**config.mk**
```make
export PLATFORM = sky130hd
export DESIGN_NAME = llc_apb_access_flat
export DESIGN_NICKNAME = d
export VERILOG_FILES = /design/src/hw/llc_pkg.sv /design/src/hw/llc_mem_if.sv /design/src/hw/llc_apb_access.sv /design/src/flat_wrapper.sv
export VERILOG_INCLUDE_DIRS = /design/src /design/src/hw
export SDC_FILE = /design/constraint.sdc
export NUM_CORES = 1
export LEC_CHECK = 0
export BUFFER_PORTS_ARGS = -buffer_cell sky130_fd_sc_hd__buf_2
export CAP_MARGIN = 15
export CORE_AREA = 3 3 224 226
export DETAILED_ROUTE_END_ITERATION = 8
export DIE_AREA = 0 0 227 229
export GPL_ROUTABILITY_DRIVEN = 1
export PLACE_DENSITY = 0.46
export SYNTH_ARGS = -nofsm -noshare
export SYNTH_HDL_FRONTEND = slang
export SYNTH_SLANG_ARGS = --single-unit
export TNS_END_PERCENT = 10
```
**constraint.sdc**
```tcl
create_clock -name clk -period 1.99 [get_ports clk]
set_input_delay 0.398 -clock clk [delete_from_list [all_inputs] [get_ports clk]]
set_output_delay 0.398 -clock clk [all_outputs]
set_load 0.02 [all_outputs]
```
**src/hw/llc_macros.svh**
```systemverilog
`ifndef LLC_MACROS_SVH
`define LLC_MACROS_SVH

// array geometry
`define LLC_NUM_WAYS 4
`define LLC_SET_BITS 6
`define LLC_BANK_BITS 1

// field widths
`define LLC_LINE_BITS 64
`define LLC_TAG_BITS 16
`define LLC_SHARERS_BITS 8

// apb register map
`define LLC_REG_SET 8'h00
`define LLC_REG_WAY 8'h04
`define LLC_REG_TAG 8'h08
`define LLC_REG_META 8'h0C
`define LLC_REG_LINE_LO 8'h10
`define LLC_REG_LINE_HI 8'h14
`define LLC_REG_CMD 8'h18

`endif

```
**src/hw/llc_pkg.sv**
```systemverilog
`include "llc_macros.svh"

package llc_pkg;

    typedef logic [`LLC_SET_BITS-1:0] llc_set_t;
    typedef logic [$clog2(`LLC_NUM_WAYS)-1:0] llc_way_t;
    typedef logic [`LLC_TAG_BITS-1:0] llc_tag_t;
    typedef logic [`LLC_LINE_BITS-1:0] line_t;
    typedef logic [2:0] owner_t;
    typedef logic [`LLC_SHARERS_BITS-1:0] sharers_t;
    typedef logic hprot_t;

    typedef enum logic [2:0] {
        invalid = 3'd0,
        valid = 3'd1,
        shared = 3'd2,
        exclusive = 3'd3,
        modified = 3'd4
    } llc_state_t;

    typedef struct packed {
        llc_tag_t tag;
        llc_state_t state;
        owner_t owner;
        sharers_t sharers;
        hprot_t hprot;
        logic dirty;
        llc_way_t evict_way;
    } llc_meta_t;

    // meta sits above the line
    typedef struct packed {
        llc_meta_t meta;
        line_t line;
    } llc_entry_t;

endpackage

```
**src/hw/llc_mem_if.sv**
```systemverilog
`timescale 1ns/1ps
`include "llc_macros.svh"

interface llc_mem_if;

    logic rd_en;
    llc_pkg::llc_set_t rd_set;

    logic wr_en;
    llc_pkg::llc_set_t wr_set;
    llc_pkg::llc_way_t wr_way;
    llc_pkg::llc_entry_t wr_entry;

    // every way of the set, one cycle after rd_en
    llc_pkg::llc_entry_t rd_entry [`LLC_NUM_WAYS];

    modport ctrl (
        output rd_en, rd_set, wr_en, wr_set, wr_way, wr_entry,
        input rd_entry
    );

    modport mem (
        input rd_en, rd_set, wr_en, wr_set, wr_way, wr_entry,
        output rd_entry
    );

endinterface

```
**src/hw/llc_apb_access.sv**
```systemverilog
`timescale 1ns/1ps
`include "llc_macros.svh"

module llc_apb_access (
    input logic clk,
    input logic reset,
    input logic [7:0] paddr,
    input logic psel,
    input logic penable,
    input logic pwrite,
    input logic [31:0] pwdata,
    output logic [31:0] prdata,
    output logic pready,
    output logic pslverr,
    llc_mem_if.ctrl mem
);

    typedef enum logic [1:0] {
        st_idle,
        st_wait,
        st_capture
    } cmd_state_t;

    cmd_state_t state_q;

    llc_pkg::llc_set_t set_q;
    llc_pkg::llc_way_t way_q;
    llc_pkg::llc_entry_t stage_q;
    llc_pkg::llc_entry_t rb_q;
    logic rb_valid_q;

    logic access;
    logic reg_wr;
    logic cmd_hit;
    logic wr_cmd;
    logic rd_cmd;
    logic mapped;
    llc_pkg::llc_entry_t src;

    function automatic logic [31:0] meta_word(llc_pkg::llc_meta_t m);
        meta_word = {14'd0, m.evict_way, m.dirty, m.hprot, m.sharers, m.owner, m.state};
    endfunction

    assign access = psel && penable;
    assign reg_wr = access && pwrite && (state_q == st_idle);
    assign cmd_hit = reg_wr && (paddr == `LLC_REG_CMD);
    // write wins when both bits are set
    assign wr_cmd = cmd_hit && pwdata[0];
    assign rd_cmd = cmd_hit && !pwdata[0] && pwdata[1];

    assign mem.wr_en = wr_cmd;
    assign mem.wr_set = set_q;
    assign mem.wr_way = way_q;
    assign mem.wr_entry = stage_q;
    assign mem.rd_en = rd_cmd;
    assign mem.rd_set = set_q;

    // read command holds the bus for two extra cycles
    assign pready = access && ((state_q == st_capture) || (state_q == st_idle && !rd_cmd));
    assign pslverr = access && !mapped;

    always_ff @(posedge clk) begin
        if (reset) begin
            state_q <= st_idle;
        end else begin
            case (state_q)
                st_idle: begin
                    if (rd_cmd) begin
                        state_q <= st_wait;
                    end
                end
                st_wait: state_q <= st_capture;
                default: state_q <= st_idle;
            endcase
        end
    end

    always_ff @(posedge clk) begin
        if (reset) begin
            set_q <= '0;
            way_q <= '0;
            stage_q <= '0;
            rb_q <= '0;
            rb_valid_q <= 1'b0;
        end else begin
            if (reg_wr) begin
                case (paddr)
                    `LLC_REG_SET: set_q <= pwdata[`LLC_SET_BITS-1:0];
                    `LLC_REG_WAY: way_q <= pwdata[$bits(llc_pkg::llc_way_t)-1:0];
                    `LLC_REG_TAG: stage_q.meta.tag <= pwdata[`LLC_TAG_BITS-1:0];
                    `LLC_REG_META: begin
                        stage_q.meta.state <= llc_pkg::llc_state_t'(pwdata[2:0]);
                        stage_q.meta.owner <= pwdata[5:3];
                        stage_q.meta.sharers <= pwdata[13:6];
                        stage_q.meta.hprot <= pwdata[14];
                        stage_q.meta.dirty <= pwdata[15];
                        stage_q.meta.evict_way <= pwdata[17:16];
                    end
                    `LLC_REG_LINE_LO: stage_q.line[31:0] <= pwdata;
                    `LLC_REG_LINE_HI: stage_q.line[`LLC_LINE_BITS-1:32] <= pwdata;
                    default: ;
                endcase
            end
            // rd_entry is valid while waiting
            if (state_q == st_wait) begin
                rb_q <= mem.rd_entry[way_q];
                rb_valid_q <= 1'b1;
            end
        end
    end

    // after the first read command, TAG/META/LINE show the captured entry
    assign src = rb_valid_q ? rb_q : stage_q;

    always_comb begin
        mapped = 1'b1;
        prdata = '0;
        case (paddr)
            `LLC_REG_SET: prdata = 32'(set_q);
            `LLC_REG_WAY: prdata = 32'(way_q);
            `LLC_REG_TAG: prdata = 32'(src.meta.tag);
            `LLC_REG_META: prdata = meta_word(src.meta);
            `LLC_REG_LINE_LO: prdata = src.line[31:0];
            `LLC_REG_LINE_HI: prdata = src.line[`LLC_LINE_BITS-1:32];
            `LLC_REG_CMD: prdata = '0;
            default: mapped = 1'b0;
        endcase
    end

    a_penable_needs_psel: assert property (
        @(posedge clk) disable iff (reset) penable |-> psel
    ) else $error("llc_apb_access: penable without psel");

endmodule

```
**src/flat_wrapper.sv**
```systemverilog
// flat-port wrapper written by rule: the top's interface ports become plain ports
module llc_apb_access_flat 
  (clk, reset, paddr, psel, penable, pwrite, pwdata, prdata, pready, pslverr, mem_rd_en, mem_rd_set, mem_wr_en, mem_wr_set, mem_wr_way, mem_wr_entry, mem_rd_entry);
  llc_mem_if mem_i ();
  input logic clk;
  input logic reset;
  input logic [7:0] paddr;
  input logic psel;
  input logic penable;
  input logic pwrite;
  input logic [31:0] pwdata;
  output logic [31:0] prdata;
  output logic pready;
  output logic pslverr;
  output wire logic [$bits(mem_i.rd_en)-1:0] mem_rd_en;
  output wire logic [$bits(mem_i.rd_set)-1:0] mem_rd_set;
  output wire logic [$bits(mem_i.wr_en)-1:0] mem_wr_en;
  output wire logic [$bits(mem_i.wr_set)-1:0] mem_wr_set;
  output wire logic [$bits(mem_i.wr_way)-1:0] mem_wr_way;
  output wire logic [$bits(mem_i.wr_entry)-1:0] mem_wr_entry;
  input wire logic [$bits(mem_i.rd_entry)-1:0] mem_rd_entry;
  assign mem_rd_en = mem_i.rd_en;
  assign mem_rd_set = mem_i.rd_set;
  assign mem_wr_en = mem_i.wr_en;
  assign mem_wr_set = mem_i.wr_set;
  assign mem_wr_way = mem_i.wr_way;
  assign mem_wr_entry = mem_i.wr_entry;
  assign mem_i.rd_entry = {>>{mem_rd_entry}};
  llc_apb_access u_core (.clk(clk), .reset(reset), .paddr(paddr), .psel(psel), .penable(penable), .pwrite(pwrite), .pwdata(pwdata), .prdata(prdata), .pready(pready), .pslverr(pslverr), .mem(mem_i));
endmodule
```
==> flow_metrics.py, run 1 <==
metrics = {
    "synthesis": {
        "synth_top_area_frac": 0.369,
        "synth-edff-count": 0,
        "synth_nets": 1601,
        "synthCells": 1164,
        "ys_seq_elements": 207,
        "yosys_warnings": 0,
        "synth.avg_cell_area_um2": 9.65,
        "synth-main-ff-cell": "dfxtp_1",
        "synthArstFlopShare": 0,
        "netlist.top_cell.by_area": "dfxtp_1",
        "netlist_area_um2": 11200,
        "ys_seq_area_frac": 0.369,
        "synthDistinctLibCells": 37,
        "synth_area_leaders": "dfxtp_1 37%, mux4_2 20%, mux2i_1 15%",
    },
    "global_routing": {
        "grt_max_degree": 51,
        "grt_usage": 0.193,
        "grt_pass1_vias": 12200,
        "antenna_found_initial": 4,
        "grt_pass1_wl_mm": 75.6,
        "grt_overflow": 0,
    },
    "die": {
        "die_x_um": 227,
        "die_h_um": 229,
        "start_util": 0.231,
        "ios": 585,
        "core_area_um2": 48500,
        "dieArea_um2": 52000,
        "num_rows": 81,
    },
    "final_layout": {
        "drive_above_1_share": 0.512,
        "fillers": 5020,
        "nets": 2228,
        "final_area_um2": 17300,
        "areaGrowthSynthToFinish_pct": 53.8,
    },
    "worst_hold_path": {
        "hold_path_class": "input pin to flip-flop",
    },
    "placed_design": {
        "io_buffers": 584,
        "gp_congestion": 0.906,
        "dp_slack_ns": -0.499,
        "place_hpwl_mm": 41.7,
        "place_area_um2": 15900,
    },
    "clock_tree": {
        "clock-root-buffer": "clkbuf_16",
        "clk_pin_slew_ns": 0.07,
        "cts_tree": "done",
        "hold_buffers": 0,
        "numClockSinks": 207,
        "numCtsBuffers": 27,
        "clkLatencyLatePin_ns": 0.54,
        "cts_max_level": 1,
        "cts.path.max_buffers": 3,
    },
    "run_status": {
        "run_status": "finished, violations left",
        "violations": "negative setup slack",
    },
    "sta": {
        "tightest_slew_ns": 0.464,
        "finalSetupViolCount": 36,
        "final-hold-violation-count": 0,
        "min_period_over_period": 1.25,
        "rsz0062_at_grt": "true",
        "drv_slew": 0,
        "skew_ns": 0.00639,
        "fmax_mhz": 403,
        "fin_ws_ns": -0.492,
        "relSlewSlack": 0.691,
        "tns_ns": -13.07,
        "min_period_ns": 2.48,
    },
    "detailed_routing": {
        "routedWlPerCell_um": 21.7,
        "first_pass_iters": 5,
        "vias": 11600,
        "wl_mm": 52.9,
        "vias_per_cell": 4.79,
        "drc": 0,
        "drtIter0Drc": 576,
        "drtAntennaViolNets": 0,
    },
    "critical_path": {
        "crit_type": "flip-flop to primary output",
        "startpoint_type": "flip-flop",
        "required_ns": 1.59,
        "critPathMaxFanout": 10,
        "end_kind": "primary output",
        "crit_arrival_ns": 2.08,
    },
    "pwr": {
        "vdd_ir_drop_max_mv": 0.456,
        "power.total_uw": 9880,
        "powerDensity_nw_per_um2": 572,
        "leakagePower_uw": 0.00726,
    },
    "flow_run": {
        "maxCapViolations": 0,
    },
}
==> state kept, by name (all words and copies together) (netlist names) <==
name,cells
u_core.mem.wr_way,2
u_core.mem.wr_entry,98
u_core.rb_valid_q,1
u_core.rb_q,98
u_core.state_q,2
u_core.mem.rd_set,6
==> worst paths after layout <==
check | from | endpoint | slack (ns) | cells past startpoint
worst min-delay path | pwdata[18] | u_core.mem.wr_entry[18] | 0.10 | 3
worst max register to register | u_core.state_q[1] | u_core.mem.wr_entry[81] | 0.04 | 5
worst max-delay path | u_core.rb_valid_q | prdata[15] | -0.49 | 7
worst min register to register | u_core.rb_q[2] | u_core.rb_q[2] | 0.45 | 2
==> final cells by class <==
class	count	area, um^2	share of cell area
diodes	2	5.00	0.000290
clock buffers	33	708	0.0410
clock inverters	14	151	0.00877
inverters	1	3.75	0.000217
multi-input cells	846	7060	0.409
flip-flops and latches	207	4160	0.241
well taps	622	778	0.0451
repair buffers	708	4410	0.255
==> layout by cell type, fill, tap and decap left out, types with 3 or more instances in the layout <==
master and n:
buf_4 88, o221ai_2 8, o22ai_2 14, clkbuf_1 5
o22ai_1 16, buf_12 33, o21ai_1 4, mux2i_2 12
dfxtp_1 203, clkinv_2 7, nand4_1 4, bufinv_16 3
buf_2 568, clkbuf_16 29, a21oi_1 134, a22oi_2 5
mux2_4 3, nand2_2 4, mux2_2 3, mux2i_1 148
buf_6 15, nand2_1 278, mux2i_4 4, dfxtp_4 3
nor2_1 76, mux4_2 98, nor4_4 4, clkinvlp_4 3
==> metrics by stage <==
step,std cells,utilization,hold slack (ns)
2_1_floorplan,1164,-,0.433
6_report,2433,0.356,0.103
3_5_place_dp,2375,0.328,0.443
3_3_place_gp,2375,0.328,0.442
5_1_grt,2432,0.356,0.0935
4_1_cts,2424,0.349,0.0645
==> cell usage after synthesis (2+ instances only) <==
master	instances
or4bb_1	2
buf_6	3
a21oi_1	134
or4b_1	2
buf_4	8
or4_1	2
mux2_2	6
buf_1	16
a22oi_1	5
nor2_1	77
o21ai_0	5
mux4_2	98
nand4_1	4
clkbuf_1	64
nor4_4	2
nand2_1	282
mux2i_1	164
dfxtp_1	207
nor4b_2	2
o2bb2ai_1	3
buf_2	19
nor4_1	3
o221ai_1	12
o22ai_1	31
==> report_power, final <==
part           total [uW]  internal (uW)  switching, uW  leakage (uW)
logic                 887            507            379       0.00517
clock network        4850           2900           1960      0.000418
registers            4140           4140          0.850       0.00167
==> timing repair <==
item,4_1_cts,5_1_grt
setup buffers,2,4
endpoints found under the setup margin,45,119
gates cloned,0,3
gates resized for setup,32,51
pin swaps,3,15
==> worst max-delay path, cell delays in order, from the launching register on <==
cell      delay (ns)
dfxtp_4         0.43
buf_12          0.17
buf_4           0.13
mux2i_4         0.25
o22ai_1         0.10
nand2_1         0.08
o221ai_1        0.15
buf_2           0.20
==> cell families (layout without fill, tap and decap cells) <==
kind of cell | count (synthesis) | after routing | synth area share
simple gates | 384 | 384 | 0.141
buf+inv | 111 | 756 | 0.0439
flops | 207 | 207 | 0.369
other cells | 0 | 2 | 0
compound gates | 194 | 194 | 0.0976
mux | 268 | 268 | 0.349
==> metal layers <==
| layer | global-route usage | wire length, um | vias to the layer above |
|---|---|---|---|
| li1 | - | - | 5471 |
| met1 | 0.234 | 21400 | 5663 |
| met2 | 0.345 | 26500 | 456 |
| met3 | 0.0431 | 3770 | 52 |
| met4 | 0.0484 | 1190 | 4 |
| met5 | 0 | 23 | - |
No activity file was read; power rests on OpenSTA's default activity.
==> run 2, diff against run 1 <==
--- a/config.mk
+++ b/config.mk
@@ -13,6 +13,7 @@
 export DIE_AREA = 0 0 227 229
 export GPL_ROUTABILITY_DRIVEN = 1
 export PLACE_DENSITY = 0.46
+export SKIP_LAST_GASP = 1
 export SYNTH_ARGS = -nofsm -noshare
 export SYNTH_HDL_FRONTEND = slang
 export SYNTH_SLANG_ARGS = --single-unit
==> flow_metrics.py, run 2 (synthesis results as in run 1) <==
metrics = {
    "clock_tree": {
        "numCtsBuffers": 27,
        "clkLatencyLatePin_ns": 0.54,
        "clk_pin_slew_ns": 0.07,
        "cts_max_level": 1,
        "numClockSinks": 207,
        "cts.path.max_buffers": 3,
        "clock-root-buffer": "clkbuf_16",
        "cts_tree": "done",
    },
    "final_layout": {
        "post-route-util": 0.357,
        "drive_above_1_share": 0.513,
        "nets": 2231,
        "final_common_cell": "buf_2",
        "final_cell_mix": "571 x buf_2, 280 x nand2_1, 203 x dfxtp_1",
        "fillers": 5022,
        "areaGrowthSynthToFinish_pct": 54.4,
    },
    "run_status": {
        "violations": "negative setup slack",
        "run_status": "finished, violations left",
    },
    "worst_hold_path": {
        "min_to": "u_core.mem.wr_entry[18]",
        "holdPathStages": 3,
        "min_from": "pwdata[18]",
        "hold_path_class": "input pin to flip-flop",
    },
    "die": {
        "die_x_um": 227,
        "ios": 585,
        "die_h_um": 229,
        "core_area_um2": 48500,
        "start_util": 0.231,
        "num_rows": 81,
        "dieArea_um2": 52000,
    },
    "placed_design": {
        "io_buffers": 584,
        "gp_congestion": 0.906,
        "dp_slack_ns": -0.499,
        "place_hpwl_mm": 41.7,
    },
    "flow_run": {
        "maxCapViolations": 0,
    },
    "sta": {
        "fmax_mhz": 404,
        "relSlewSlack": 0.691,
        "fin_ws_ns": -0.486,
        "skew_ns": 0.00657,
        "finalSetupViolCount": 70,
        "rsz0062_at_grt": "true",
        "min_period_over_period": 1.24,
        "drv_slew": 0,
        "tightest_slew_ns": 0.463,
        "final-hold-violation-count": 0,
        "min_period_ns": 2.48,
    },
    "global_routing": {
        "grt_overflow": 0,
        "grt_usage": 0.193,
        "antenna_found_initial": 4,
        "grt_pass1_wl_mm": 75.5,
        "grt_pass1_vias": 12200,
        "grt_max_degree": 51,
    },
    "critical_path": {
        "startpoint_type": "flip-flop",
        "cpMaxStageDelayCell": "dfxtp_4",
        "rr_endpoint": "u_core.mem.wr_entry[96]",
        "end_kind": "primary output",
        "crit_path_frequent_cell": "buf_4",
        "critPathMaxFanout": 8,
        "required_ns": 1.59,
        "crit_type": "flip-flop to primary output",
        "crit_arrival_ns": 2.08,
        "reg2reg_slack_ns": -0.14,
        "cp_cell_sequence": "buf_4 -> buf_12 -> mux2i_2 -> o22a_1 -> nor2_1 -> a221o_1 -> buf_4",
        "rr_startpoint": "u_core.state_q[1]",
        "r2r_cells": 7,
        "cp_slowest_stage_delay_ns": 0.40,
        "critPathLaunch": "u_core.rb_valid_q",
    },
    "detailed_routing": {
        "drtIter0Drc": 481,
        "drtAntennaViolNets": 0,
        "routedWlPerCell_um": 21.8,
        "drc": 0,
        "vias_per_cell": 4.79,
        "wl_mm": 53.0,
        "first_pass_iters": 5,
        "vias": 11700,
    },
    "pwr": {
        "vdd_ir_drop_max_mv": 0.454,
        "powerDensity_nw_per_um2": 570,
        "leakagePower_uw": 0.00728,
    },
}
run 2: critical path, delay by kind of cell (launching register included):
kind	cells	cell delay, ns
AOI/OAI and AO/OA	2	0.43
buffers and inverters	3	0.44
DFF	1	0.40
muxes	1	0.23
and+or+nand+nor	1	0.04
run 2: layout make-up:
class | count | area [um^2] | share of cell area
Multi-Input combinational cell | 846 | 7080 | 0.408
Antenna cell | 2 | 5.00 | 0.000289
Clock buffer | 33 | 708 | 0.0408
Sequential cell | 207 | 4160 | 0.240
Clock inverter | 14 | 151 | 0.00873
Inverter | 1 | 3.75 | 0.000216
Tap cell | 622 | 778 | 0.0449
Timing Repair Buffer | 711 | 4460 | 0.257
run 2: routing by layer:
metal	wire length [um]	share of wire	global-route usage	up-vias
met5	23	0.00043	0	-
met4	1290	0.024	0.0494	4
met3	3740	0.071	0.0426	60
met2	26600	0.50	0.344	449
met1	21400	0.40	0.233	5668
li1	-	-	-	5480
run 2: repair_timing:
| action | CTS | global route |
|---|---|---|
| setup buffers | 2 | 8 |
| hold buffers | 0 | 0 |
| setup endpoints to repair | 45 | 130 |
| pin swaps | 2 | 18 |
| resized for setup | 13 | 65 |
| gates cloned | 0 | 3 |
run 2: how the worst max path moves through the flow:
| stage | depth (start not counted) | end |
|---|---|---|
| floorplan | 5 | pready |
| global placement | 7 | prdata[16] |
| detailed placement | 7 | prdata[16] |
| CTS | 7 | prdata[9] |
| global route | 8 | prdata[5] |
| finish | 7 | prdata[0] |
run 2: where the power goes:
part           internal, uW  total, uW  switching (uW)
sequential             4140       4140           0.861
combinational           506        883             377
clock                  2900       4850            1960
total                  7550       9880            2330
run 2: stage by stage:
step	std cells	total power [uW]	setup TNS, ns	hold WS, ns	instance area [um^2]
after detailed placement	2375	5110	-30.75	0.443	15900
after CTS	2424	10100	-16.65	0.0645	16900
after global placement	2375	5100	-28.94	0.442	15900
final	2436	9880	-17.22	0.105	17300
after floorplan	1164	4490	-3.59	0.433	11400
after global routing	2435	10300	-25.16	0.0935	17300
